**src/rtl/rv_pkg.sv**
```systemverilog
`default_nettype none

package rv_pkg;

    localparam int unsigned XLEN       = 32;
    localparam int unsigned REG_AWIDTH = 5;

    localparam logic [11:0] CSR_STATUS_ADDR = 12'h51e;  // status csr, drives csr_o
    localparam int unsigned DMEM_SEL_BIT    = 28;       // address bit that selects dmem

    // major opcodes of the supported RV32I subset
    typedef enum logic [6:0] {
        OP     = 7'b0110011,
        OP_IMM = 7'b0010011,
        LUI    = 7'b0110111,
        AUIPC  = 7'b0010111,
        LOAD   = 7'b0000011,
        STORE  = 7'b0100011,
        BRANCH = 7'b1100011,
        JAL    = 7'b1101111,
        JALR   = 7'b1100111,
        SYSTEM = 7'b1110011
    } opcode_e;

    typedef enum logic [3:0] {
        ALU_ADD    = 4'd0,
        ALU_SUB    = 4'd1,
        ALU_SLL    = 4'd2,
        ALU_SLT    = 4'd3,
        ALU_SLTU   = 4'd4,
        ALU_XOR    = 4'd5,
        ALU_SRL    = 4'd6,
        ALU_SRA    = 4'd7,
        ALU_OR     = 4'd8,
        ALU_AND    = 4'd9,
        ALU_PASS_B = 4'd10   // lui
    } alu_op_e;

    typedef enum logic [1:0] {
        WB_ALU = 2'd0,
        WB_MEM = 2'd1,
        WB_PC4 = 2'd2   // link value for jal/jalr
    } wb_sel_e;

endpackage

`default_nettype wire

```
**src/rtl/execute_stage.sv**
```systemverilog
`timescale 1ns/1ns
`default_nettype none

module execute_stage (
    input  wire                             clk,
    input  wire                             rst_i,
    input  wire                             valid_i,
    input  wire [rv_pkg::XLEN-1:0]          pc_i,
    input  rv_pkg::opcode_e                 opcode_i,
    input  wire [rv_pkg::REG_AWIDTH-1:0]    rs1_i,
    input  wire [rv_pkg::REG_AWIDTH-1:0]    rs2_i,
    input  wire [rv_pkg::REG_AWIDTH-1:0]    rd_i,
    input  wire [rv_pkg::XLEN-1:0]          imm_i,
    input  rv_pkg::alu_op_e                 alu_op_i,
    input  wire                             alu_src_imm_i,
    input  rv_pkg::wb_sel_e                 wb_sel_i,
    input  wire                             reg_we_i,
    input  wire [2:0]                       funct3_i,
    input  wire                             csr_hit_i,
    input  wire [rv_pkg::XLEN-1:0]          rd1_i,
    input  wire [rv_pkg::XLEN-1:0]          rd2_i,
    input  wire                             fwd_we_i,
    input  wire [rv_pkg::REG_AWIDTH-1:0]    fwd_addr_i,
    input  wire [rv_pkg::XLEN-1:0]          fwd_data_i,
    output logic                            redirect_o,
    output logic [rv_pkg::XLEN-1:0]         target_o,
    output logic [rv_pkg::XLEN-1:0]         dmem_addr_o,
    output logic                            dmem_we_o,
    output logic [rv_pkg::XLEN-1:0]         dmem_wdata_o,
    output logic                            csr_we_o,
    output logic [rv_pkg::XLEN-1:0]         csr_wdata_o,
    output logic [rv_pkg::REG_AWIDTH-1:0]   wb_rd_o,
    output logic                            wb_we_o,
    output rv_pkg::wb_sel_e                 wb_sel_o,
    output logic [rv_pkg::XLEN-1:0]         wb_alu_o,
    output logic [rv_pkg::XLEN-1:0]         wb_pc4_o
);

    logic [rv_pkg::XLEN-1:0] op_a, op_b;     // forwarded register operands
    logic [rv_pkg::XLEN-1:0] alu_a, alu_b, alu_res, base;
    logic                    taken;

    assign op_a = (fwd_we_i && fwd_addr_i != '0 && fwd_addr_i == rs1_i) ? fwd_data_i : rd1_i;
    assign op_b = (fwd_we_i && fwd_addr_i != '0 && fwd_addr_i == rs2_i) ? fwd_data_i : rd2_i;

    assign alu_a = (opcode_i == rv_pkg::AUIPC) ? pc_i : op_a;
    assign alu_b = alu_src_imm_i ? imm_i : op_b;

    always_comb begin
        case (alu_op_i)
            rv_pkg::ALU_SUB:    alu_res = alu_a - alu_b;
            rv_pkg::ALU_SLL:    alu_res = alu_a << alu_b[4:0];
            rv_pkg::ALU_SLT:    alu_res = {31'b0, $signed(alu_a) < $signed(alu_b)};
            rv_pkg::ALU_SLTU:   alu_res = {31'b0, alu_a < alu_b};
            rv_pkg::ALU_XOR:    alu_res = alu_a ^ alu_b;
            rv_pkg::ALU_SRL:    alu_res = alu_a >> alu_b[4:0];
            rv_pkg::ALU_SRA:    alu_res = $signed(alu_a) >>> alu_b[4:0];
            rv_pkg::ALU_OR:     alu_res = alu_a | alu_b;
            rv_pkg::ALU_AND:    alu_res = alu_a & alu_b;
            rv_pkg::ALU_PASS_B: alu_res = alu_b;
            default:            alu_res = alu_a + alu_b;
        endcase
    end

    always_comb begin
        case (funct3_i)
            3'b000:  taken = (op_a == op_b);
            3'b001:  taken = (op_a != op_b);
            3'b100:  taken = $signed(op_a) < $signed(op_b);
            3'b101:  taken = $signed(op_a) >= $signed(op_b);
            3'b110:  taken = op_a < op_b;
            default: taken = op_a >= op_b;   // bgeu
        endcase
    end

    // jalr jumps from rs1, everything else from pc
    assign base     = (opcode_i == rv_pkg::JALR) ? op_a : pc_i;
    assign target_o = (base + imm_i) & ~32'd1;

    assign redirect_o = valid_i && ((opcode_i == rv_pkg::BRANCH && taken)
                                    || opcode_i == rv_pkg::JAL || opcode_i == rv_pkg::JALR);

    assign dmem_addr_o  = alu_res;
    assign dmem_wdata_o = op_b;
    assign dmem_we_o    = valid_i && (opcode_i == rv_pkg::STORE)
                          && alu_res[rv_pkg::DMEM_SEL_BIT];

    assign csr_we_o    = valid_i && csr_hit_i;
    assign csr_wdata_o = funct3_i[2] ? imm_i : op_a;   // csrrwi takes zimm

    always_ff @(posedge clk) begin
        if (rst_i) begin
            wb_we_o <= 1'b0;
        end else begin
            wb_we_o <= valid_i && reg_we_i;
        end
    end

    always_ff @(posedge clk) begin
        wb_rd_o  <= rd_i;
        wb_sel_o <= wb_sel_i;
        wb_alu_o <= alu_res;
        wb_pc4_o <= pc_i + 32'd4;
    end

endmodule

`default_nettype wire

```
**config.mk**
```make
export PLATFORM = sky130hd
export DESIGN_NAME = execute_stage
export DESIGN_NICKNAME = d
export VERILOG_FILES = /design/src/rtl/rv_pkg.sv /design/src/rtl/execute_stage.sv
export SDC_FILE = /design/constraint.sdc
export NUM_CORES = 1
export LEC_CHECK = 0
export BUFFER_PORTS_ARGS = -buffer_cell sky130_fd_sc_hd__buf_2
export CORE_MARGIN = 4
export CORE_UTILIZATION = 51
export CTS_CLUSTER_DIAMETER = 40
export DETAILED_ROUTE_END_ITERATION = 6
export PLACE_DENSITY = 0.8
export SLEW_MARGIN = 15
export SYNTH_ARGS = -nofsm -noshare
export SYNTH_HDL_FRONTEND = slang
export SYNTH_SLANG_ARGS = --single-unit
```
**constraint.sdc**
```tcl
create_clock -name clk -period 6.9 [get_ports clk]
set_input_delay 1.035 -clock clk [delete_from_list [all_inputs] [get_ports clk]]
set_output_delay 1.035 -clock clk [all_outputs]
set_load 0.01 [all_outputs]
```
Yosys cells after proc, flatten, opt, wreduce, memory -nomap -nowiden
Cells that the tools add are included.
{"block": "word_totals", "elab_cells": 65, "input_bits": 203, "reg_bits": 72, "out_inout_bits": 203}
{"block": "classes", "n_eq_ne": 23, "addsub": 4, "order_cmp": 6, "n_mux": 8, "reduce_logical": 13, "shift": 3, "bitwise": 3}
{"operator": "case mux 32 bit (10 select lines)", "n": 1}
{"operator": "two-way mux 32 bit", "n": 6}
{"operator": "< comparator 32 bit", "n": 4}
{"operator": "adder 32 bit", "n": 2}
{"operator": ">= comparator 32 bit", "n": 2}
{"operator": "adder 32 x 3 -> 32 bit (second input constant)", "n": 1}
{"operator": "AND 32 bit", "n": 1}
{"operator": "equality test 32 bit", "n": 1}
{"operator": "inequality test 32 bit", "n": 1}
{"operator": "bitwise OR 32 bit", "n": 1}
{"operator": "left shift 32 x 5 -> 32 bit", "n": 1}
{"operator": "right shift 32 x 5 -> 32 bit", "n": 1}
{"operator": ">>> shifter 32 x 5 -> 32 bit", "n": 1}
{"operator": "subtractor 32 bit", "n": 1}
{"operator": "XOR 32 bit", "n": 1}
{"operator": "equality test 7 bit (second input constant)", "n": 3}
{"operator": "equality test 4 x 3 -> 1 bit (second input constant)", "n": 4}
{"operator": "equality test 4 bit (second input constant)", "n": 3}
{"operator": "equality test 5 bit", "n": 2}
{"operator": "equality test 3 bit (second input constant)", "n": 3}
{"operator": "logical AND 1 bit", "n": 9}
{"operator": "equality test 4 x 2 -> 1 bit (second input constant)", "n": 2}
{"operator": "equality test 7 x 5 -> 1 bit (second input constant)", "n": 1}
{"operator": "equality test 7 x 6 -> 1 bit (second input constant)", "n": 1}
{"operator": "other kinds (6)", "n": 7}

Logic depth before layout (Yosys ltp)
{"block": "depth", "ltp_word": 10, "mapped_depth": 24, "depth_no_buf": 21}

Least setup slack after synthesis
OpenSTA, ideal clock, no wires.
{"block": "synth_path", "path_kind": "input to output", "start": "in fwd_addr_i[1] (netlist name)", "end": "out dmem_addr_o[20] (netlist name)", "required_ns": 5.865, "t_arrival_ns": 5.906, "path_stages": 22, "n_path_buf": 4, "slack_ns": -0.041, "cell_sequence": "or4_4 o211ai_2 nor2_2 o311ai_2 buf_4 buf_4 buf_2 buf_2 ha_1 inv_1 fa_1 nor2b_1 o211ai_1 a41o_1 a31oi_1 or2_2 a21oi_1 o21ai_0 a211oi_1 o22a_1 a21oi_1 or3_1"}
{"block": "synth_between", "elab_chain_len": 7, "elab_cells_between_ends": 19, "classes_between": "add/sub (2); eq/ne (2); shift (3); mux (5); bitwise (3); reduce/logical (4)"}
{"element": "start: declaration", "line": "execute_stage.sv:23", "source": "input wire [rv_pkg::REG_AWIDTH-1:0] fwd_addr_i,"}
{"element": "nonzero test 5 bit", "line": "execute_stage.sv:43, execute_stage.sv:44"}
{"element": "logical AND 1 bit", "line": "execute_stage.sv:43, execute_stage.sv:44"}
{"element": "logical AND 1 bit, on equally long branches", "line": "execute_stage.sv:43, execute_stage.sv:44"}
{"element": "two-way mux 32 bit, on equally long branches", "line": "execute_stage.sv:43, execute_stage.sv:44"}
{"element": "two-way mux 32 bit, on equally long branches", "line": "execute_stage.sv:46, execute_stage.sv:47"}
{"element": "adder 32 bit, or another cell as far along", "line": "execute_stage.sv:61", "source": "default: alu_res = alu_a + alu_b;"}
{"element": "case mux 32 bit (10 select lines) *", "line": "execute_stage.sv:50", "source": "case (alu_op_i)"}
{"element": "end: declaration", "line": "execute_stage.sv:27", "source": "output logic [rv_pkg::XLEN-1:0] dmem_addr_o,"}
Mark *: on every way between the ends. The rest lies on a longest branch, timed or not.

Final worst setup path
{"block": "layout_path", "start": "in fwd_addr_i[3] (netlist name)", "end": "out dmem_addr_o[29] (netlist name)"}
The elaborated chain is that of the path after synthesis.

==> qor.txt <==
outcome: finished with violations
violated checks: design-rule violations
standard-cell rows: 64
multi-input logic area: 0.0137 sq mm
final WL: 80,600 um
WP data required: 5.86 ns
Top FF cell, synth: dfxtp_1
crit path from: fwd_addr_i[3]
clock root cell: clkbuf_16
Post-Syn Area per Cell: 7.25 sq um
worst vdd ir: 0.000129 V
GRT Util Overall: 44.8%
combinational power share: 68.0%
n_diodes: 0
Synth Cell Area: 0.0158 sq mm
total CTS buffers: 9
Post-DP HPWL: 64,500 um
full die area: 0.0339 sq mm
sequential share of power: 15.6%
crit path time final: 6.89 ns
period utilization: 99.9%
I/O pin cnt: 406
internal power: 1.58 mW
Worst EP arrival: 5.86 ns
Mapped Nets: 2,550
Ys Warns: 0
# DRC: 5
Post-synth EDFFs: 0
DP Worst Slack: -0.165 ns
Final nets: 3,027
IO Port Bufs: 404
1st-iter DRT viols: 2,633
count of final setup violators: 0
post-route insts no fill: 3,062
Filler cells: 2,726
H-tree depth: 3
Seq/Total Area, Yosys: 9.10%
Setup CP Type: primary input to output port
vias in the first global route: 19,670
antenna violations before repair: 5
Clock power frac: 16.5%
RSZ-0062 raised after global routing: true
Syn Inst Count: 2,184
Die W: 184 um
Total Power: 3.13 mW
Final Hold Vio Count: 0
First-pass DRT Iterations: 7
Slew @ Worst Pin: 1.09 ns
Vias: 20,630
grt total ovfl: 0
startpoint class of the critical path: primary input
Pins Over Slew Limit: 0
CTS max path bufs: 2
commonest cells after routing, fill and taps aside: buf_2, nor2_1, buf_4, nand2_1, ha_1
hold crit path type: primary input to register
first-pass GRT wire length: 118,000 um
Sw Share: 49.7%
Setup crit end: dmem_addr_o[29]
Async SR Flop Fraction: 0%
Core ar.: 0.0306 sq mm
Avg WL per Cell: 26.3 um
CTS tree: done
Synth cell types: 93
Via density: 6.74
Clock transition at path regs: 0.07 ns
chip height: 184 um
largest net degree at the start of global routing: 56
gpl congestion: 1.08
critical path peak fanout: 8
Routed Antenna Nets: 0
Power Density: 156 mW/mm^2
relative slew slack: 27.5%
Sink Count: 72
register area: 0.00144 sq mm
Max Cap Viol: 0
Peak Freq: 145 MHz
CP Capture Type: output port
P&R area growth vs syn: 27.1%
commonest non-fill, non-tap cell in the layout: buf_2
Leak: 9.57 nW
fraction of layout cells with a size suffix above 1: 32.0%
placed insts: 3,036
Starting Density: 51.8%
Final TNS setup: 0 ns
PnR worst setup slack: 0.00963 ns
flops & latches, synth: 72
NetSw: 1.56 mW
[worst max-delay path: stages]
cell and delay, ns:
buf_6 0.10, or4_4 0.58, o211ai_4 0.25, nor2_4 0.06
buf_12 0.16, buf_12 0.13, buf_8 0.13, mux2_4 0.33
mux2i_4 0.20, inv_2 0.08, ha_4 0.28, and4_4 0.22
nand3_4 0.07, a211o_1 0.33, a31o_2 0.23, o21a_1 0.25
buf_4 0.16, o211ai_1 0.18, o211ai_1 0.25, o31ai_2 0.28
xor2_1 0.18, nand2_1 0.07, nand4_1 0.14, buf_2 0.15
[through the flow]
stage / hold slack, ns / util (%) / instance area (sq um)
2_1_floorplan: 1.06 / - / 15800
3_3_place_gp: 1.14 / 63.0 / 19300
3_5_place_dp: 1.14 / 63.0 / 19300
4_1_cts: 0.739 / 64.3 / 19700
5_1_grt: 0.742 / 65.8 / 20100
6_report: 0.752 / 65.8 / 20100
[Yosys cell counts, drive strengths merged (22+ instances only)]
library cell | count | area (sq um)
mux2i | 135 | 1360
clkbuf | 85 | 319
a21oi | 156 | 781
o21ai | 132 | 661
buf | 55 | 307
ha | 160 | 2000
a31oi | 71 | 488
a22oi | 25 | 193
inv | 137 | 514
nor2b | 26 | 163
xnor2 | 60 | 526
xor2 | 23 | 201
a211oi | 25 | 188
o22ai | 31 | 194
nand2b | 22 | 138
nand3 | 66 | 330
and3 | 22 | 138
nand2 | 160 | 603
dfxtp | 72 | 1440
nor2 | 208 | 783
nand4 | 25 | 156
a21o | 43 | 323
nor3 | 35 | 175
a221oi | 27 | 236
mux2 | 129 | 1460
[layout make-up]
cell class,count,share of cell area [%]
Sequential cell,72,7.16
Timing Repair Buffer,606,18.1
Tap cell,396,2.46
Clock buffer,9,1.12
Inverter,137,2.56
Clock inverter,7,0.354
Multi-Input combinational cell,1835,68.3
[metal layers]
| metal | vias to the layer above | global-route usage, % | share of wire [%] |
|---|---|---|---|
| met3 | 378 | 10.1 | 12 |
| li1 | 9036 | - | - |
| met1 | 9627 | 57.8 | 38 |
| met5 | - | 0 | 0.081 |
| met2 | 1579 | 69.5 | 43 |
| met4 | 10 | 24.1 | 6.8 |
[sequential cells by signal (all words and copies together), names as in the netlist]
signal    cells
wb_alu_o     32
wb_pc4_o     32
wb_rd_o       5
wb_sel_o      2
wb_we_o       1
[worst min-delay path by stage]
| stage | start | to | cells after the start |
|---|---|---|---|
| floorplan | pc_i[0] | wb_pc4_o[0]$_DFF_P_ | 0 |
| global placement | wb_sel_i[1] | wb_sel_o[1]$_DFF_P_ | 1 |
| detailed placement | rd_i[3] | wb_rd_o[3]$_DFF_P_ | 1 |
| CTS | rd_i[3] | wb_rd_o[3]$_DFF_P_ | 1 |
| global route | rd_i[3] | wb_rd_o[3]$_DFF_P_ | 1 |
| finish | rd_i[0] | wb_rd_o[0]$_DFF_P_ | 1 |
[cell families after synthesis]
family | share of synthesized area [%]
AOI/OAI and AO/OA | 28.9
and+or+nand+nor | 19.2
buffers and inverters | 7.20
muxes | 18.0
adders and majority gates | 13.0
xor gates and xnor gates | 4.59
DFF | 9.10
other | 0.0237
[what timing repair did]
item | CTS | global route
endpoints found under the setup margin | 12 | 23
setup buffers | 4 | 7
hold buffers | 0 | 0
pin swaps | 3 | 27
gates resized for setup | 12 | 82
[power by group through the flow]
stage,Clock (mW),Sequential (mW),Combinational [mW]
final,0.516,0.488,2.13
after global routing,0.531,0.493,2.25
after CTS,0.517,0.488,1.99
after detailed placement,0,0.497,1.97
after global placement,0,0.495,1.95
after floorplan,0,0.531,1.13
No activity file was read; power rests on OpenSTA's default activity.
