$ cat config.mk
export PLATFORM = sky130hd
export DESIGN_NAME = writeback_stage
export DESIGN_NICKNAME = d
export VERILOG_FILES = /design/src/rtl/rv_pkg.sv /design/src/rtl/writeback_stage.sv
export SDC_FILE = /design/constraint.sdc
export NUM_CORES = 1
export LEC_CHECK = 0
export ABC_CLOCK_PERIOD_IN_PS = 2200
export BUFFER_PORTS_ARGS = -buffer_cell sky130_fd_sc_hd__buf_2
export CAP_MARGIN = 20
export CORE_AREA = 2 2 55 57
export DETAILED_ROUTE_END_ITERATION = 8
export DIE_AREA = 0 0 57 59
export MAX_ROUTING_LAYER = met4
export PLACE_DENSITY_LB_ADDON = 0.05
export SLEW_MARGIN = 20
export SYNTH_ARGS = -nofsm -noshare
export SYNTH_HDL_FRONTEND = slang
export SYNTH_SLANG_ARGS = --single-unit
$ cat constraint.sdc
create_clock -name vclk -period 2.2
set_clock_uncertainty 0.1 [all_clocks]
set_input_delay 0.44 -clock vclk [all_inputs]
set_output_delay 0.44 -clock vclk [all_outputs]
set_load 0.02 [all_outputs]
$ cat src/rtl/rv_pkg.sv
`default_nettype none

package rv_pkg;

    localparam int unsigned XLEN       = 32;
    localparam int unsigned REG_AWIDTH = 5;

    localparam logic [11:0] CSR_STATUS_ADDR = 12'h51e;  // status csr, drives csr_o
    localparam int unsigned DMEM_SEL_BIT    = 28;       // address bit that selects dmem

    // major opcodes of the supported RV32I subset
    typedef enum logic [6:0] {
        OP     = 7'b0110011,
        OP_IMM = 7'b0010011,
        LUI    = 7'b0110111,
        AUIPC  = 7'b0010111,
        LOAD   = 7'b0000011,
        STORE  = 7'b0100011,
        BRANCH = 7'b1100011,
        JAL    = 7'b1101111,
        JALR   = 7'b1100111,
        SYSTEM = 7'b1110011
    } opcode_e;

    typedef enum logic [3:0] {
        ALU_ADD    = 4'd0,
        ALU_SUB    = 4'd1,
        ALU_SLL    = 4'd2,
        ALU_SLT    = 4'd3,
        ALU_SLTU   = 4'd4,
        ALU_XOR    = 4'd5,
        ALU_SRL    = 4'd6,
        ALU_SRA    = 4'd7,
        ALU_OR     = 4'd8,
        ALU_AND    = 4'd9,
        ALU_PASS_B = 4'd10   // lui
    } alu_op_e;

    typedef enum logic [1:0] {
        WB_ALU = 2'd0,
        WB_MEM = 2'd1,
        WB_PC4 = 2'd2   // link value for jal/jalr
    } wb_sel_e;

endpackage

`default_nettype wire

$ cat src/rtl/writeback_stage.sv
`timescale 1ns/1ns
`default_nettype none

module writeback_stage (
    input  wire [rv_pkg::REG_AWIDTH-1:0]    wb_rd_i,
    input  wire                             wb_we_i,
    input  rv_pkg::wb_sel_e                 wb_sel_i,
    input  wire [rv_pkg::XLEN-1:0]          wb_alu_i,
    input  wire [rv_pkg::XLEN-1:0]          wb_pc4_i,
    input  wire [rv_pkg::XLEN-1:0]          dmem_rdata_i,
    output logic [rv_pkg::REG_AWIDTH-1:0]   rf_wa_o,
    output logic                            rf_we_o,
    output logic [rv_pkg::XLEN-1:0]         rf_wd_o
);

    always_comb begin
        case (wb_sel_i)
            rv_pkg::WB_MEM: rf_wd_o = dmem_rdata_i;   // word returned this cycle
            rv_pkg::WB_PC4: rf_wd_o = wb_pc4_i;
            default:        rf_wd_o = wb_alu_i;
        endcase
    end

    assign rf_wa_o = wb_rd_i;
    assign rf_we_o = wb_we_i && (wb_rd_i != '0);   // x0 writes dropped

endmodule

`default_nettype wire

# After elaboration in Yosys (flattened, before gate mapping)
# Cells that the tools add are included.
# totals
register_bits,0
inputBits,104
out_inout_bits,38
wordCells,5
# classes
eq_ne,2
n_mux,1
reduce_logical,2
# op_table
op,n
32-bit one-hot mux with 2 select lines,1
5-bit nonzero test,1
2-bit by 1-bit == test with 1-bit output (second input constant),1
2-bit == test (second input constant),1
1-bit logical AND,1

# Logic depth before layout (Yosys ltp)
# Gate-level depths: netlist (run 1).
# logic_depth
depth_word,2
mapped_depth,6
depth_no_buf,4

# Worst setup path before layout (run 1)
# OpenSTA, ideal clock, no wires.
# synth_timing
path_kind,input port to output port
start,input wb_sel_i[0]
end,output rf_wd_o[21] (netlist name)
arrival_time_ns,1.562
t_required_ns,1.660
slack_ns,0.098
stages,5
n_path_buf,2
cell_sequence,inv_1 -> ha_1 -> buf_2 -> clkbuf_1 -> o21ai_0
# synth_via
elab_chain_len,2
elab_cells_between_ends,3
classes_between,eq/ne: 2; mux: 1
# synth_rtl
element,line,text
start: declaration,writeback_stage.sv:7,"input rv_pkg::wb_sel_e wb_sel_i,"
2-bit == test or 2-bit by 1-bit == test with 1-bit output (tied branches),writeback_stage.sv:17,case (wb_sel_i)
32-bit one-hot mux with 2 select lines (*),writeback_stage.sv:17,
end: declaration,writeback_stage.sv:13,output logic [rv_pkg::XLEN-1:0] rf_wd_o
# Mark *: on every way between the ends. The rest lies on a longest branch, timed or not.

# Worst setup path after layout (run 1)
# layout_timing
start,input wb_sel_i[0]
end,output rf_wd_o[9] (netlist name)
# Same word-level chain as after synthesis.

==> run metrics, run 1 <==
wire per inst=11.14 um; synthesized net count=226; switch share=55.54%; DP Area=0.001413 sq mm; GRT overflow=0; PD cells=283.1 mW/mm^2; Critical Path RT=1.66 ns; Die Ht=59 um; Post CTS Setup Buffer Count=0; Core Region=0.002710 sq mm; starting density of the core=24.52%; Post-synth top cells=a22oi_1, nand2_1, o21ai_0; sequential fraction of the synthesis area=0%; pre-CTS setup slack=0.1458 ns; Final GP Congestion=0.7513; fin. max-slew vios=0; first drt pass iteration count=4; synth warn=0; IO Pins=142; initial antenna violation count=0; Yosys top cell by area=a22oi_1; vias=1318; Fillers=299; Std-Cell Rows=19; register area=0 sq um; clock buffer count=0; nets@finish=358; fraction of layout cells with a size suffix above 1=59.20%; Worst-Margin Slew=0.1812 ns; Area growth syn-to-layout=112.6%; overall power=0.3999 mW; die area=0.003363 sq mm; first-pass GRT wire length=4774 um; gr usage total=17.33%; min Tclk post-route=2.033 ns; Flop pwr share=0%; ranking of synthesized cells by area=a22oi_1, o21ai_0, nand2_1, buf_2, buf_4; final instance area=0.001413 sq mm; seq_cells=0; DRC violations left=0; outcome=complete, no violations; Worst Path Max Fanout=30; maximum number of pins on one net before global-route repair=35; final hold vios=0; multi-input logic area=560.5 sq um; period utilization=92.43%; Syn Inst Count=120; Comb pwr share=100.0%; switching pwr=0.2221 mW; total negative slack=0 ns; post-DP HPWL=2555 um; Hold Buf Count CTS=0; DRT antenna net count=0; die width=57 um; synthesized cell area=664.4 sq um; kind of critical path=primary input to output pin; synth unique cells=10; buffers added on ports=142; Final WS setup=0.1665 ns; Slew headroom=87.92%; post-CTS sizing=0; fmax=0.4918 GHz; via count of the first global-routing pass=1162; Leak Pwr=0.8194 nW; mean number of vias per cell=4.690; clock share of power=0%; syn_area_per_cell=5.537 sq um; worst hold slack=1.009 ns; crit start category=primary input; Ant. Diodes=0; max_cap viols=0; Internal=0.1778 mW; DRT iter0 DRCs=52; worst IR drop on VDD=0.1710 mV; total detailed-routing wirelength=3129 um; final setup vio count=0; RSZ-0062 raised after global routing=no; Hold WC Path Type=primary input to output pin; Setup crit end kind=output pin; Worst EP arrival=1.49 ns; Yosys top cell area share=36.16%
worst paths after layout:
kind	from	end	slack, ns	depth (start not counted)
max	wb_sel_i[0]	rf_wd_o[9]	0.17	6
min	wb_rd_i[0]	rf_wa_o[0]	1.01	2
worst max-delay path, stage by stage:
cell     delay (ns)
buf_2          0.09
inv_1          0.04
ha_1           0.36
buf_12         0.19
o21ai_0        0.18
buf_2          0.19
cell usage in the layout, fill, tap and decap left out, drive strengths merged:
cell type,netlist,final
nand2,32,32
inv,2,2
or4,1,1
buf,13,148
o21ai,32,32
ha,2,2
a22oi,32,32
o21a,1,1
layout make-up:
type / instances / share of cell area [%]
timing repair buffer: 148 / 57.04
multi-input combinational: 100 / 39.68
tap: 31 / 2.746
inverter: 2 / 0.5314
stage by stage:
stage / instances / utilization [%]
floorplan: 120 / -
global placement: 281 / 52.12
detailed placement: 281 / 52.12
CTS: 281 / 52.12
global route: 281 / 52.12
finish: 281 / 52.12
power groups by stage:
stage	clock, mW	combinational, mW	sequential [mW]
final	0	0.400	0
after global routing	0	0.441	0
after CTS	0	0.404	0
after detailed placement	0	0.403	0
after global placement	0	0.402	0
after floorplan	0	0.217	0
routing by layer:
metal  part of all wire [%]  global-route usage, %
met1                     40                  20.37
met3                    8.7                  1.310
met4                      0                      0
met2                     51                  34.15
met5                      0                      -
cell families (layout without fill, tap and decap cells):
family	after synthesis	count (layout)	synth area share, %
buffers and inverters	20	150	15.63
and+or+nand+nor	33	33	19.21
adders and majority gates	2	2	3.766
AOI/OAI and AO/OA	65	65	61.39
Power figures use the tool's default switching activity.
==> inputs of run 2 (changes only) <==
BUFFER_PORTS_ARGS = -buffer_cell sky130_fd_sc_hd__buf_4   (was -buffer_cell sky130_fd_sc_hd__buf_2)
PLACE_DENSITY_LB_ADDON = 0.08   (was 0.05)
==> run metrics, run 2 (synthesized netlist as in run 1, its figures left out) <==
outcome=complete, no violations; buffers added on ports=142 (unchanged); post-CTS sizing=0 (unchanged); IO Pins=142 (unchanged); via count of the first global-routing pass=1194 (+2.8%); final setup vio count=0 (unchanged); vias=1374 (+4.2%); gr usage total=19.73% (+2.4 points); Std-Cell Rows=19 (unchanged); Post CTS Setup Buffer Count=0 (unchanged); clock buffer count=0 (unchanged); register area=0 sq um (unchanged); initial antenna violation count=0 (unchanged); Worst EP arrival=1.50 ns (about the same); fmax=0.4908 GHz (-0.20%); starting density of the core=24.52% (unchanged); Die Ht=59 um (unchanged); kind of critical path=primary input to output pin; wire per inst=12.46 um (+12%); Core Region=0.002710 sq mm (unchanged); first drt pass iteration count=4 (unchanged); fin. max-slew vios=0 (unchanged); Slew headroom=87.86% (about the same); Post-Layout Cell Count=283 (+0.71%); max_cap viols=0 (unchanged); worst IR drop on VDD=0.2239 mV (+31%); DRT antenna net count=0 (unchanged); total detailed-routing wirelength=3527 um (+13%); die width=57 um (unchanged); seq_cells=0 (unchanged); fraction of layout cells with a size suffix above 1=59.52% (+0.32 points); die area=0.003363 sq mm (unchanged); crit start category=primary input; Inst Count DP=283 (+0.71%); Critical Path RT=1.66 ns (about the same); pre-CTS setup slack=0.1759 ns (+0.03009 ns); Final WS setup=0.1624 ns (-0.004096 ns); most common cell after layout, fill and taps aside=buf_4; min Tclk post-route=2.038 ns (+0.004096 ns); nets@finish=360 (+0.56%); Ant. Diodes=0 (unchanged); mean number of vias per cell=4.855 (+3.5%); DRC violations left=0 (unchanged); total negative slack=0 ns (unchanged); Final GP Congestion=0.7528 (+0.20%); Area growth syn-to-layout=166.5%; Hold Path Origin=wb_rd_i[3]; GRT overflow=0 (unchanged); period utilization=92.62% (+0.19 points); worst hold slack=0.9863 ns (-0.02260 ns); RSZ-0062 raised after global routing=no; final hold vios=0 (unchanged); crit path from=wb_sel_i[0]; most frequent cells in the layout=buf_4, a22oi_1, nand2_1, o21ai_0, buf_12; Worst-Margin Slew=0.1802 ns (-0.001040 ns); Hold Buf Count CTS=0 (unchanged); post-DP HPWL=2912 um (+14%); maximum number of pins on one net before global-route repair=31 (-11%); DRT iter0 DRCs=75 (+44%); Worst Path Max Fanout=18 (-40%); PD cells=280.5 mW/mm^2 (-0.92%); first-pass GRT wire length=5430 um (+14%); overall power=0.4966 mW (+24%); Setup crit end kind=output pin; Leak Pwr=0.9378 nW (+14%); Hold WC Path Type=primary input to output pin
run 2: worst max-delay path, stage by stage:
cell	delay [ns]
buf_4	0.08
inv_1	0.03
ha_1	0.34
buf_4	0.21
o21ai_0	0.20
buf_4	0.18
run 2: layout make-up:
class	instances	area, sq um
tap	31	38.79
multi-input combinational	100	560.5
timing repair buffer	150	1164
fill	277	939.7
inverter	2	7.507
run 2: path summary, 6_finish.rpt:
| path | cells past startpoint | to | slack (ns) |
|---|---|---|---|
| max | 6 | rf_wd_o[1] | 0.16 |
| min | 2 | rf_wa_o[3] | 0.99 |
run 2: through the flow:
| stage | cell area (sq um) | utilization [%] |
|---|---|---|
| floorplan | 664.4 | - |
| global placement | 1770 | 65.33 |
| detailed placement | 1770 | 65.33 |
| CTS | 1770 | 65.33 |
| global route | 1770 | 65.33 |
| finish | 1770 | 65.33 |
run 2: where the power goes:
group | internal (mW) | switching, mW
clock | 0 | 0
combinational | 0.266 | 0.230
sequential | 0 | 0
total | 0.266 | 0.230
run 2: routing by layer:
| layer | wire length (um) | GRT usage [%] | share of wire (%) |
|---|---|---|---|
| met3 | 324 | 2.838 | 9.2 |
| met1 | 1338 | 23.41 | 38 |
| met5 | 0 | - | 0 |
| met2 | 1840 | 37.11 | 52 |
| met4 | 23 | 0.9967 | 0.65 |
==> inputs of run 3 (changes only) <==
MAX_ROUTING_LAYER = unset   (was met4)
==> run metrics, run 3 (synthesized netlist as in run 1, its figures left out) <==
outcome=complete, no violations; switch share=46.32% (about the same); DRC violations left=0 (unchanged); RSZ-0062 raised after global routing=no; wire per inst=12.41 um (-0.43%); Hold Buf Count CTS=0 (unchanged); period utilization=92.62% (unchanged); maximum number of pins on one net before global-route repair=31 (unchanged); final hold vios=0 (unchanged); Setup crit end kind=output pin; Leak Pwr=0.9378 nW (unchanged); PD cells=280.4 mW/mm^2 (about the same); total detailed-routing wirelength=3512 um (-0.43%); DRT iter0 DRCs=72 (-4.0%); initial antenna violation count=0 (unchanged); pre-CTS setup slack=0.1759 ns (unchanged); min Tclk post-route=2.038 ns (unchanged); fin. max-slew vios=0 (unchanged); Slew headroom=87.86% (unchanged); starting density of the core=24.52% (unchanged); clock buffer count=0 (unchanged); Std-Cell Rows=19 (unchanged); switching pwr=0.2299 mW (-0.11%); Final WS setup=0.1624 ns (unchanged); total negative slack=0 ns (unchanged); clock share of power=0% (unchanged); max_cap viols=0 (unchanged); Internal=0.2664 mW (about the same); most frequent cells in the layout=buf_4, a22oi_1, nand2_1, o21ai_0, buf_12; IO Pins=142 (unchanged); Ant. Diodes=0 (unchanged); Worst EP arrival=1.50 ns (about the same); nets@finish=360 (unchanged); final setup vio count=0 (unchanged); fmax=0.4908 GHz (unchanged); Area growth syn-to-layout=166.5% (unchanged); Die Ht=59 um (unchanged); Core Region=0.002710 sq mm (unchanged); GRT overflow=0 (unchanged); Hold WC Path Type=primary input to output pin; Comb pwr share=100.0% (about the same); DRT antenna net count=0 (unchanged); most common cell after layout, fill and taps aside=buf_4; post-DP HPWL=2912 um (unchanged); kind of critical path=primary input to output pin; vias=1376 (+0.15%); Critical Path RT=1.66 ns (about the same); register area=0 sq um (unchanged); die width=57 um (unchanged); first drt pass iteration count=4 (unchanged); via count of the first global-routing pass=1204 (+0.84%); hold depth=2 (unchanged); first-pass GRT wire length=5375 um (-1.0%); Flop pwr share=0% (unchanged); Worst Path Max Fanout=18 (unchanged); seq_cells=0 (unchanged); gr usage total=18.98% (-0.75 points); buffers added on ports=142 (unchanged); post-CTS sizing=0 (unchanged); worst IR drop on VDD=0.2238 mV (about the same); Worst-Margin Slew=0.1802 ns (unchanged); Post CTS Setup Buffer Count=0 (unchanged); mean number of vias per cell=4.862 (+0.15%); fraction of layout cells with a size suffix above 1=59.52% (unchanged); crit start category=primary input; die area=0.003363 sq mm (unchanged); Final GP Congestion=0.7435 (-1.2%)
## run 3: cell counts in the layout (fill, tap and decap cells not counted)
Identical to the previous run, type by type.
## run 3: metrics by stage
| step | util, % | hold WS (ns) | cell area (sq um) | total power [mW] | cells |
|---|---|---|---|---|---|
| CTS | 65.33 | 0.9875 | 1770 | 0.5002 | 283 |
| global placement | 65.33 | 0.9856 | 1770 | 0.4953 | 283 |
| floorplan | - | 0.8926 | 664.4 | 0.2166 | 120 |
| global route | 65.33 | 0.9916 | 1770 | 0.5373 | 283 |
| detailed placement | 65.33 | 0.9871 | 1770 | 0.4996 | 283 |
| finish | 65.33 | 0.9859 | 1770 | 0.4964 | 283 |
## run 3: final timing paths
kind	endpoint	startpoint
min	rf_wa_o[3]	wb_rd_i[3]
max	rf_wd_o[1]	wb_sel_i[0]
## run 3: per-layer routing
metal	track usage (%)	vias up	part of all wire (%)
met4	2.326	0	1.2
met5	0	-	0
met3	3.275	4	9.9
li1	-	705	-
met1	22.62	593	37
met2	36.45	74	52
## run 3: critical path, cell delays in order
cell	delay [ns]
buf_4	0.08
inv_1	0.03
ha_1	0.34
buf_4	0.21
o21ai_0	0.20
buf_4	0.18
## run 3: power by group through the flow
stage	Sequential (mW)	Combinational [mW]	Clock, mW
2_1_floorplan	0	0.217	0
3_3_place_gp	0	0.495	0
3_5_place_dp	0	0.500	0
4_1_cts	0	0.500	0
5_1_grt	0	0.537	0
6_report	0	0.496	0
## run 3: area by class of cell
class,instances,area (sq um)
multi-input combinational,100,560.5
fill,277,939.7
inverter,2,7.507
timing repair buffer,150,1164
tap,31,38.79
