`src/rtl/rv_pkg.sv`:
```
`default_nettype none

package rv_pkg;

    localparam int unsigned XLEN       = 32;
    localparam int unsigned REG_AWIDTH = 5;

    localparam logic [11:0] CSR_STATUS_ADDR = 12'h51e;  // status csr, drives csr_o
    localparam int unsigned DMEM_SEL_BIT    = 28;       // address bit that selects dmem

    // major opcodes of the supported RV32I subset
    typedef enum logic [6:0] {
        OP     = 7'b0110011,
        OP_IMM = 7'b0010011,
        LUI    = 7'b0110111,
        AUIPC  = 7'b0010111,
        LOAD   = 7'b0000011,
        STORE  = 7'b0100011,
        BRANCH = 7'b1100011,
        JAL    = 7'b1101111,
        JALR   = 7'b1100111,
        SYSTEM = 7'b1110011
    } opcode_e;

    typedef enum logic [3:0] {
        ALU_ADD    = 4'd0,
        ALU_SUB    = 4'd1,
        ALU_SLL    = 4'd2,
        ALU_SLT    = 4'd3,
        ALU_SLTU   = 4'd4,
        ALU_XOR    = 4'd5,
        ALU_SRL    = 4'd6,
        ALU_SRA    = 4'd7,
        ALU_OR     = 4'd8,
        ALU_AND    = 4'd9,
        ALU_PASS_B = 4'd10   // lui
    } alu_op_e;

    typedef enum logic [1:0] {
        WB_ALU = 2'd0,
        WB_MEM = 2'd1,
        WB_PC4 = 2'd2   // link value for jal/jalr
    } wb_sel_e;

endpackage

`default_nettype wire

```
`src/rtl/fetch_unit.sv`:
```
`timescale 1ns/1ns
`default_nettype none

module fetch_unit #(
    parameter logic [rv_pkg::XLEN-1:0] RESET_PC = '0
) (
    input  wire                         clk,
    input  wire                         rst_i,
    input  wire                         redirect_i,
    input  wire [rv_pkg::XLEN-1:0]      target_i,
    output logic [rv_pkg::XLEN-1:0]     imem_addr_o,
    output logic [rv_pkg::XLEN-1:0]     pc_o,
    output logic                        valid_o
);

    logic [rv_pkg::XLEN-1:0] fetch_pc_q;   // address being read from imem
    logic [rv_pkg::XLEN-1:0] pc_q;         // pc of the word now leaving imem
    logic [rv_pkg::XLEN-1:0] next_pc;
    logic                    valid_q;

    assign next_pc = redirect_i ? target_i : fetch_pc_q + 32'd4;

    always_ff @(posedge clk) begin
        if (rst_i) begin
            fetch_pc_q <= RESET_PC;
            valid_q    <= 1'b0;
        end else begin
            fetch_pc_q <= next_pc;
            valid_q    <= ~redirect_i;   // word already in flight is wrong path
        end
    end

    always_ff @(posedge clk) begin
        pc_q <= fetch_pc_q;   // follows the imem read latency
    end

    assign imem_addr_o = fetch_pc_q;
    assign pc_o        = pc_q;
    assign valid_o     = valid_q;

endmodule

`default_nettype wire

```
`config.mk`:
```
export PLATFORM = sky130hd
export DESIGN_NAME = fetch_unit
export DESIGN_NICKNAME = d
export VERILOG_FILES = /design/src/rtl/rv_pkg.sv /design/src/rtl/fetch_unit.sv
export SDC_FILE = /design/constraint.sdc
export NUM_CORES = 1
export LEC_CHECK = 0
export ABC_AREA = 1
export ABC_CLOCK_PERIOD_IN_PS = 1800
export BUFFER_PORTS_ARGS = -buffer_cell sky130_fd_sc_hd__buf_2
export CAP_MARGIN = 20
export CORE_ASPECT_RATIO = 0.9
export CORE_MARGIN = 10
export CORE_UTILIZATION = 35
export CTS_CLUSTER_DIAMETER = 50
export DETAILED_ROUTE_END_ITERATION = 8
export PLACE_DENSITY = 0.57
export SLEW_MARGIN = 25
export SYNTH_ARGS = -nofsm -noshare
export SYNTH_HDL_FRONTEND = slang
export SYNTH_SLANG_ARGS = --single-unit
```
`constraint.sdc`:
```
create_clock -name clk -period 1.8 [get_ports clk]
set_clock_uncertainty 0.1 [all_clocks]
set_input_delay 0.09 -clock clk [delete_from_list [all_inputs] [get_ports clk]]
set_output_delay 0.09 -clock clk [all_outputs]
set_load 0.05 [all_outputs]
```
; ---- Yosys cells after proc, flatten, opt, wreduce, memory -nomap -nowiden
; Index checks and enable logic that the tools add are counted.
[classes]
add_sub_neg = 1
n_mul = 0
div = 0
n_lt_le_gt_ge = 0
n_eq_ne = 0
n_shift = 0
n_mux = 1
bitwise_logic = 1
n_reduce_logical = 0
[ops]
columns = op, count
row1 = $add 32x3->32 const B, 1
row2 = $mux 32, 1
row3 = $not 1->1, 1
[totals]
reg_bits = 65
latchBits = 0
mem_bits_rw = 0
rom_bits = 0
in_bits = 35
output_inout_bits = 65
word_cells = 6
memories = 0

; ---- Depth between registers and ports, before layout
; Gate-level depths: netlist of run 1.
[depth]
word_depth = 2
ltp_mapped = 10
mapped_depth_nobuf = 10

; ---- Worst setup path before layout of run 1
; Ideal clock, no wire load.
[synth_path]
kind = register -> register
from = reg fetch_pc_q, in the netlist imem_addr_o[2]
to = reg fetch_pc_q, in the netlist imem_addr_o[22]
setup_time_ns = 0.109
arrival_ns = 1.712
t_required_ns = 1.591
path_slack_ns = -0.121
path_stages_with_launch = 11
n_path_buf = 0
synth_period_minus_slack_ns = 1.921
path_cell_list = dfxtp_1 ha_1 nand2_1 nor2_2 nand2_4 nor2_4 nand2_1 nand2_1 nand3_1 nand2_1 inv_1
[synth_between]
elab_chain_len = 2
[synth_rtl]
columns = element, line
row1 = start: declaration, fetch_unit.sv:16  ; logic [rv_pkg::XLEN-1:0] fetch_pc_q;
row2 = start signal: assignment, fetch_unit.sv:28  ; fetch_pc_q <= next_pc;
row3 = $add 32x3->32, fetch_unit.sv:21  ; assign next_pc = redirect_i ? target_i : fetch_pc_q + 32'd4;
row4 = $mux 32, fetch_unit.sv:21
; No other way between the ends.
; A chain may end at the register's enable or synchronous reset.

; ---- Worst setup path after layout of run 1
[layout_path]
from = reg fetch_pc_q, in the netlist imem_addr_o[2]
to = reg fetch_pc_q, in the netlist imem_addr_o[28]
; Same word-level chain as after synthesis.

==> impl_metrics.py, run 1 <==
metrics = {
    "outcome": {
        "status": "finished, final reports clean",
    },
    "global_route": {
        "grt_first_pass_wirelength_um": 13200,
        "grt_max_degree": 29,
        "grt_overflow": 0,
        "grt_pass1_vias": 2699,
        "antenna_found_initial": 0,
        "grt_util_all_layers": 0.142,
    },
    "floorplan": {
        "dieArea_um2": 11600,
        "io_pins": 100,
        "rows": 30,
        "die_y_um": 103,
        "core_area_um2": 7510,
        "die_w_um": 112,
        "start_util": 0.357,
    },
    "clock_tree": {
        "insertion_delay_ns": 0.35,
        "cts_sinks": 65,
        "clk_path_buf_depth": 2,
        "htree_levels": 3,
        "numCtsBuffers": 9,
        "clk_pin_slew_worst_paths_ns": 0.07,
        "cts_setup_buffers": 0,
        "cts_root_buf": "clkbuf_8",
        "cts_tree": "yes",
    },
    "place": {
        "place_inst": 568,
        "dpl.hpwl_um": 6100,
        "routabilityCongestion": 0.895,
        "portBuffers": 99,
    },
    "routing": {
        "via_per_inst": 4.44,
        "wl_met2_um": 3640,
        "drtIter0Drc": 128,
        "drc": 0,
        "drt_wl_total_um": 8080,
        "vias": 2737,
        "top_layer": "met4",
        "wl_met3_um": 611,
        "drt-pass1-iter-count": 4,
        "drtAntennaViolNets": 0,
        "post_drt_wl_per_cell_um": 13.1,
        "met1_length_um": 3630,
    },
    "timing": {
        "finalCritPeriodShare": 0.912,
        "drv_slew": 0,
        "tns_ns": 0,
        "fmax_mhz": 609,
        "finalHoldViolations": 0,
        "min_period_ns": 1.64,
        "relSlewSlack": 0.712,
        "finalSetupViolCount": 0,
        "grt_setup_unrepaired": "false",
        "worstMarginPinSlew_ns": 0.431,
    },
    "cells_and_area": {
        "drive_gt1_frac": 0.256,
        "finalNonFillerCells": 616,
        "mostFrequentLayoutCell": "buf_2",
        "fin_nets": 552,
        "num-fill-cells": 793,
        "n_antenna_cell": 0,
        "area_delta_synth_final_pct": 42.3,
        "final_cell_mix": "99 x buf_2, 85 x nor2_1, 80 x nand2_1, 63 x dfxtp_1, 44 x inv_1",
    },
    "logic_synthesis": {
        "syn_area_per_cell_um2": 7.11,
        "mappedNetlistArea_um2": 2680,
        "yosysWarnings": 0,
        "ys_async_sr_fraction": 0,
        "synth_edf_count": 0,
        "ys.flop_type": "dfxtp_1",
        "ys_seq_area_frac": 0.486,
        "synth.distinct_cells": 24,
        "synth-seq-cells": 65,
        "syn_inst": 377,
        "synthesis.nets": 413,
    },
    "worst_setup_path": {
        "crit_required_ns": 1.94,
        "worstPathMaxFanout": 6,
        "worstSetupPathType": "flip-flop to flip-flop",
        "crit_arrival_ns": 1.78,
        "ff2ff_path_depth": 8,
        "rrSetupSlack_ns": 0.16,
        "r2r_start": "imem_addr_o[2]$_SDFF_PP0_",
        "startpoint_type": "flip-flop",
        "worstReg2RegEnd": "imem_addr_o[28]$_SDFF_PP0_",
        "crit_path_end_kind": "flip-flop",
    },
    "run": {
        "max_cap_violations": 0,
    },
    "power": {
        "max-vdd-ir-drop_v": 0.000605,
        "p_leak_uw": 0.00187,
        "p_per_area_nw_per_um2": 926,
    },
    "worst_hold_path": {
        "holdPathStages": 5,
        "holdPathEnd": "imem_addr_o[30]$_SDFF_PP0_",
        "worstHoldStart": "target_i[30]",
        "min_path_type": "input pin to flip-flop",
    },
}
[metrics by stage]
step / worst slack (ns) / total power (uW) / util / instance area, um^2 / hold slack (ns)
after global placement: 0.231 / 2350 / 0.440 / 3300 / 0.216
after CTS: 0.173 / 3590 / 0.508 / 3810 / 0.000954
after floorplan: 0.0551 / 2150 / - / 2680 / 0.125
final: 0.158 / 3530 / 0.508 / 3810 / 0.0205
after global routing: 0.00187 / 3710 / 0.508 / 3810 / 0.0405
after detailed placement: 0.192 / 2360 / 0.440 / 3300 / 0.228
[critical path, stage by stage (launching register included)]
cell	delay, ns
dfxtp_2	0.37
ha_1	0.22
nand2_1	0.08
nor2_2	0.18
nand2_1	0.11
nor2_1	0.20
a21oi_1	0.10
nor2_1	0.12
nor2_1	0.05
[synthesized netlist by cell type (2+ instances only)]
cell | instances | share of area
a21oi_1 | 13 | 0.024
buf_2 | 2 | 0.0037
clkbuf_1 | 5 | 0.0070
dfxtp_1 | 65 | 0.49
inv_1 | 44 | 0.062
nand2_1 | 80 | 0.11
nand2_2 | 2 | 0.0047
nand3_1 | 28 | 0.052
nor2_1 | 86 | 0.12
nor2_2 | 5 | 0.012
nor2_4 | 3 | 0.013
o21ai_0 | 24 | 0.045
or2_0 | 3 | 0.0070
xnor2_1 | 3 | 0.0098
xor2_1 | 5 | 0.016
[routing by layer]
metal	vias to the layer above	track usage
met5	-	0
met4	0	0.0673
met3	15	0.0506
met2	78	0.227
met1	1203	0.167
li1	1441	-
[registers in the layout, indices dropped and copies added (netlist names)]
| register | count |
|---|---|
| pc_o | 32 |
| valid_o | 1 |
| imem_addr_o | 32 |
[worst max path at each step]
stage	startpoint	to	slack, ns	cells past startpoint
floorplan	imem_addr_o[4]$_SDFF_PP0_	imem_addr_o[11]$_SDFF_PP0_	0.06	6
finish	imem_addr_o[2]$_SDFF_PP0_	imem_addr_o[28]$_SDFF_PP0_	0.16	8
global placement	imem_addr_o[2]$_SDFF_PP0_	imem_addr_o[16]$_SDFF_PP0_	0.23	8
CTS	imem_addr_o[2]$_SDFF_PP0_	imem_addr_o[28]$_SDFF_PP0_	0.17	8
detailed placement	imem_addr_o[2]$_SDFF_PP0_	imem_addr_o[28]$_SDFF_PP0_	0.19	8
global route	imem_addr_o[2]$_SDFF_PP0_	imem_addr_o[28]$_SDFF_PP0_	0.002	8
[area by class of cell]
class                      count  area [um^2]  area share
clock inverter                 4         45.0      0.0118
inverter                      45          169      0.0443
tap                           96          120      0.0315
sequential                    65         1300       0.342
clock buffer                  11          131      0.0345
multi-input combinational    258         1170       0.306
timing repair buffer         137          876       0.230
[where the power goes]
group          internal, uW  leakage, uW  switching (uW)
registers              1540     0.000541            81.1
clock network           625    0.0000929             534
logic                   212      0.00123             535
total                  2380      0.00187            1150
[cell families (layout without fill, tap and decap cells)]
family | after synthesis | count (layout) | synth area share
xor+xnor | 8 | 8 | 0.0262
flops | 65 | 65 | 0.486
buf+inv | 54 | 197 | 0.0794
fa+ha+maj | 1 | 1 | 0.00467
compound gates | 38 | 38 | 0.0719
simple gates | 211 | 211 | 0.332
[repair_timing]
action / CTS / global route
setup endpoints to repair: 0 / 1
hold endpoints to repair: 32 / 0
gates resized for setup: 0 / 1
hold buffers: 33 / 0
Power figures use the tool's default switching activity.
==> run 2, diff against run 1 <==
--- a/config.mk
+++ b/config.mk
@@ -11,11 +11,11 @@
 export CAP_MARGIN = 20
 export CORE_ASPECT_RATIO = 0.9
 export CORE_MARGIN = 10
-export CORE_UTILIZATION = 35
+export CORE_UTILIZATION = 40
 export CTS_CLUSTER_DIAMETER = 50
 export DETAILED_ROUTE_END_ITERATION = 8
-export PLACE_DENSITY = 0.57
-export SLEW_MARGIN = 25
+export PLACE_DENSITY = 0.64
 export SYNTH_ARGS = -nofsm -noshare
 export SYNTH_HDL_FRONTEND = slang
 export SYNTH_SLANG_ARGS = --single-unit
+export TNS_END_PERCENT = 30
==> run 2 against run 1 <==
  * Die area decreased by 10%
  * Critical path type unchanged
  * Sequential cell count is the same
  * Non-clock buffer count up 1
  * Clock power is 16% higher
  * Critical path depth unchanged
  * First-iteration DRC count up 7.8%
  * Largest cell class unchanged
  * Count of clock-buffer cells in the layout rose by 1
  * Sequential power barely moved
  * Core utilization up 7.9 points
  * Cell count down 0.81%
  * Highest routed layer unchanged
  * Critical endpoint is now imem_addr_o[16]$_SDFF_PP0_
==> impl_metrics.py, run 2 (synthesized netlist as in run 1, its figures left out) <==
metrics = {
    "outcome": {
        "status": "finished, final reports clean",
    },
    "timing": {
        "tns_ns": 0,
        "drv_slew": 0,
        "finalCritPeriodShare": 0.915,
        "finalSetupViolCount": 0,
        "worstMarginPinSlew_ns": 0.448,
        "finalHoldViolations": 0,
        "relSlewSlack": 0.701,
        "min_period_ns": 1.65,
        "whs_ns": 0.0791,
        "grt_setup_unrepaired": "false",
        "fmax_mhz": 607,
    },
    "cells_and_area": {
        "final_cell_mix": "99 x buf_2, 86 x nor2_1, 80 x nand2_1, 63 x dfxtp_1, 44 x inv_1",
        "drive_gt1_frac": 0.253,
        "final-seq-area_um2": 1300,
        "multi_input_area_um2": 1160,
        "fin_nets": 553,
        "n_antenna_cell": 0,
        "mostFrequentLayoutCell": "buf_2",
        "num-fill-cells": 643,
        "finalNonFillerCells": 611,
        "area_delta_synth_final_pct": 43.6,
    },
    "place": {
        "dpl.hpwl_um": 5890,
        "portBuffers": 99,
        "routabilityCongestion": 0.826,
        "place_inst": 562,
    },
    "worst_setup_path": {
        "worstReg2RegEnd": "imem_addr_o[16]$_SDFF_PP0_",
        "ff2ff_path_depth": 8,
        "worstSetupPathType": "flip-flop to flip-flop",
        "crit_arrival_ns": 1.84,
        "r2r_start": "imem_addr_o[2]$_SDFF_PP0_",
        "crit_required_ns": 1.99,
        "startpoint_type": "flip-flop",
        "crit_path_end_kind": "flip-flop",
        "rrSetupSlack_ns": 0.15,
        "worstPathMaxFanout": 6,
    },
    "clock_tree": {
        "insertion_delay_ns": 0.34,
        "cts_setup_buffers": 0,
        "htree_levels": 3,
        "cts_tree": "yes",
        "cts_sinks": 65,
        "numCtsBuffers": 9,
        "cts_root_buf": "clkbuf_8",
        "clk_path_buf_depth": 2,
        "clk_pin_slew_worst_paths_ns": 0.07,
    },
    "global_route": {
        "grt_first_pass_wirelength_um": 13300,
        "grt_util_all_layers": 0.157,
        "grt_overflow": 0,
        "grt_max_degree": 33,
        "grt_pass1_vias": 2666,
        "antenna_found_initial": 0,
    },
    "floorplan": {
        "io_pins": 100,
        "die_y_um": 97.6,
        "start_util": 0.409,
        "core_area_um2": 6550,
        "rows": 28,
        "die_w_um": 106,
        "dieArea_um2": 10400,
    },
    "power": {
        "p_per_area_nw_per_um2": 966,
        "power.total_uw": 3710,
        "p_leak_uw": 0.00189,
        "max-vdd-ir-drop_v": 0.000636,
    },
    "worst_hold_path": {
        "min_path_type": "input pin to flip-flop",
        "holdPathStages": 3,
        "worstHoldStart": "rst_i",
        "holdPathEnd": "valid_o$_SDFF_PP0_",
    },
    "routing": {
        "drt-pass1-iter-count": 4,
        "drtIter0Drc": 138,
        "drc": 0,
        "post_drt_wl_per_cell_um": 12.9,
        "drtAntennaViolNets": 0,
        "via_per_inst": 4.42,
        "vias": 2702,
        "drt_wl_total_um": 7910,
    },
    "run": {
        "max_cap_violations": 0,
    },
}
run 2: how the worst max path moves through the flow:
| stage | start | end | cells past startpoint |
|---|---|---|---|
| floorplan | imem_addr_o[4]$_SDFF_PP0_ | imem_addr_o[11]$_SDFF_PP0_ | 6 |
| global placement | imem_addr_o[2]$_SDFF_PP0_ | imem_addr_o[28]$_SDFF_PP0_ | 8 |
| detailed placement | imem_addr_o[2]$_SDFF_PP0_ | imem_addr_o[28]$_SDFF_PP0_ | 8 |
| CTS | imem_addr_o[2]$_SDFF_PP0_ | imem_addr_o[28]$_SDFF_PP0_ | 8 |
| global route | imem_addr_o[2]$_SDFF_PP0_ | imem_addr_o[28]$_SDFF_PP0_ | 8 |
| finish | imem_addr_o[2]$_SDFF_PP0_ | imem_addr_o[16]$_SDFF_PP0_ | 8 |
run 2: report_power, final:
part           switching, uW  internal, uW  leakage (uW)  total [uW]
Combinational            537           214       0.00124         751
Sequential              79.6          1540      0.000541        1620
Clock                    533           809      0.000106        1340
run 2: through the flow:
stage | area, um^2 | utilization | setup slack [ns]
4_1_cts | 3850 | 0.587 | 0.160
2_1_floorplan | 2680 | - | 0.0551
3_3_place_gp | 3300 | 0.503 | 0.228
3_5_place_dp | 3300 | 0.503 | 0.187
6_report | 3850 | 0.587 | 0.153
5_1_grt | 3850 | 0.587 | 0.0118
run 2: what timing repair did:
action / 4_1_cts / 5_1_grt
hold buffers: 34 / 0
resized for setup: 0 / 0
endpoints found under the hold margin: 33 / 0
run 2: metal layers:
metal | GRT usage | vias to the layer above | part of all wire
li1 | - | 1434 | -
met1 | 0.187 | 1166 | 0.45
met2 | 0.248 | 90 | 0.45
met3 | 0.0637 | 12 | 0.088
met4 | 0.0583 | 0 | 0.016
met5 | 0 | - | 0
run 2: worst max-delay path: stages, from the launching register on:
cell     delay (ns)
dfxtp_2        0.37
ha_1           0.22
nand3_1        0.14
nor2_1         0.24
nand3_1        0.16
or2_0          0.22
nand3_1        0.07
nand2_1        0.05
inv_1          0.04
run 2: layout make-up:
type,instances,share of cell area
repair buffers,138,0.230
flip-flops and latches,65,0.339
inverters,45,0.0439
clock buffers,12,0.0377
clock inverters,3,0.0169
well taps,90,0.0293
multi-input cells,258,0.303
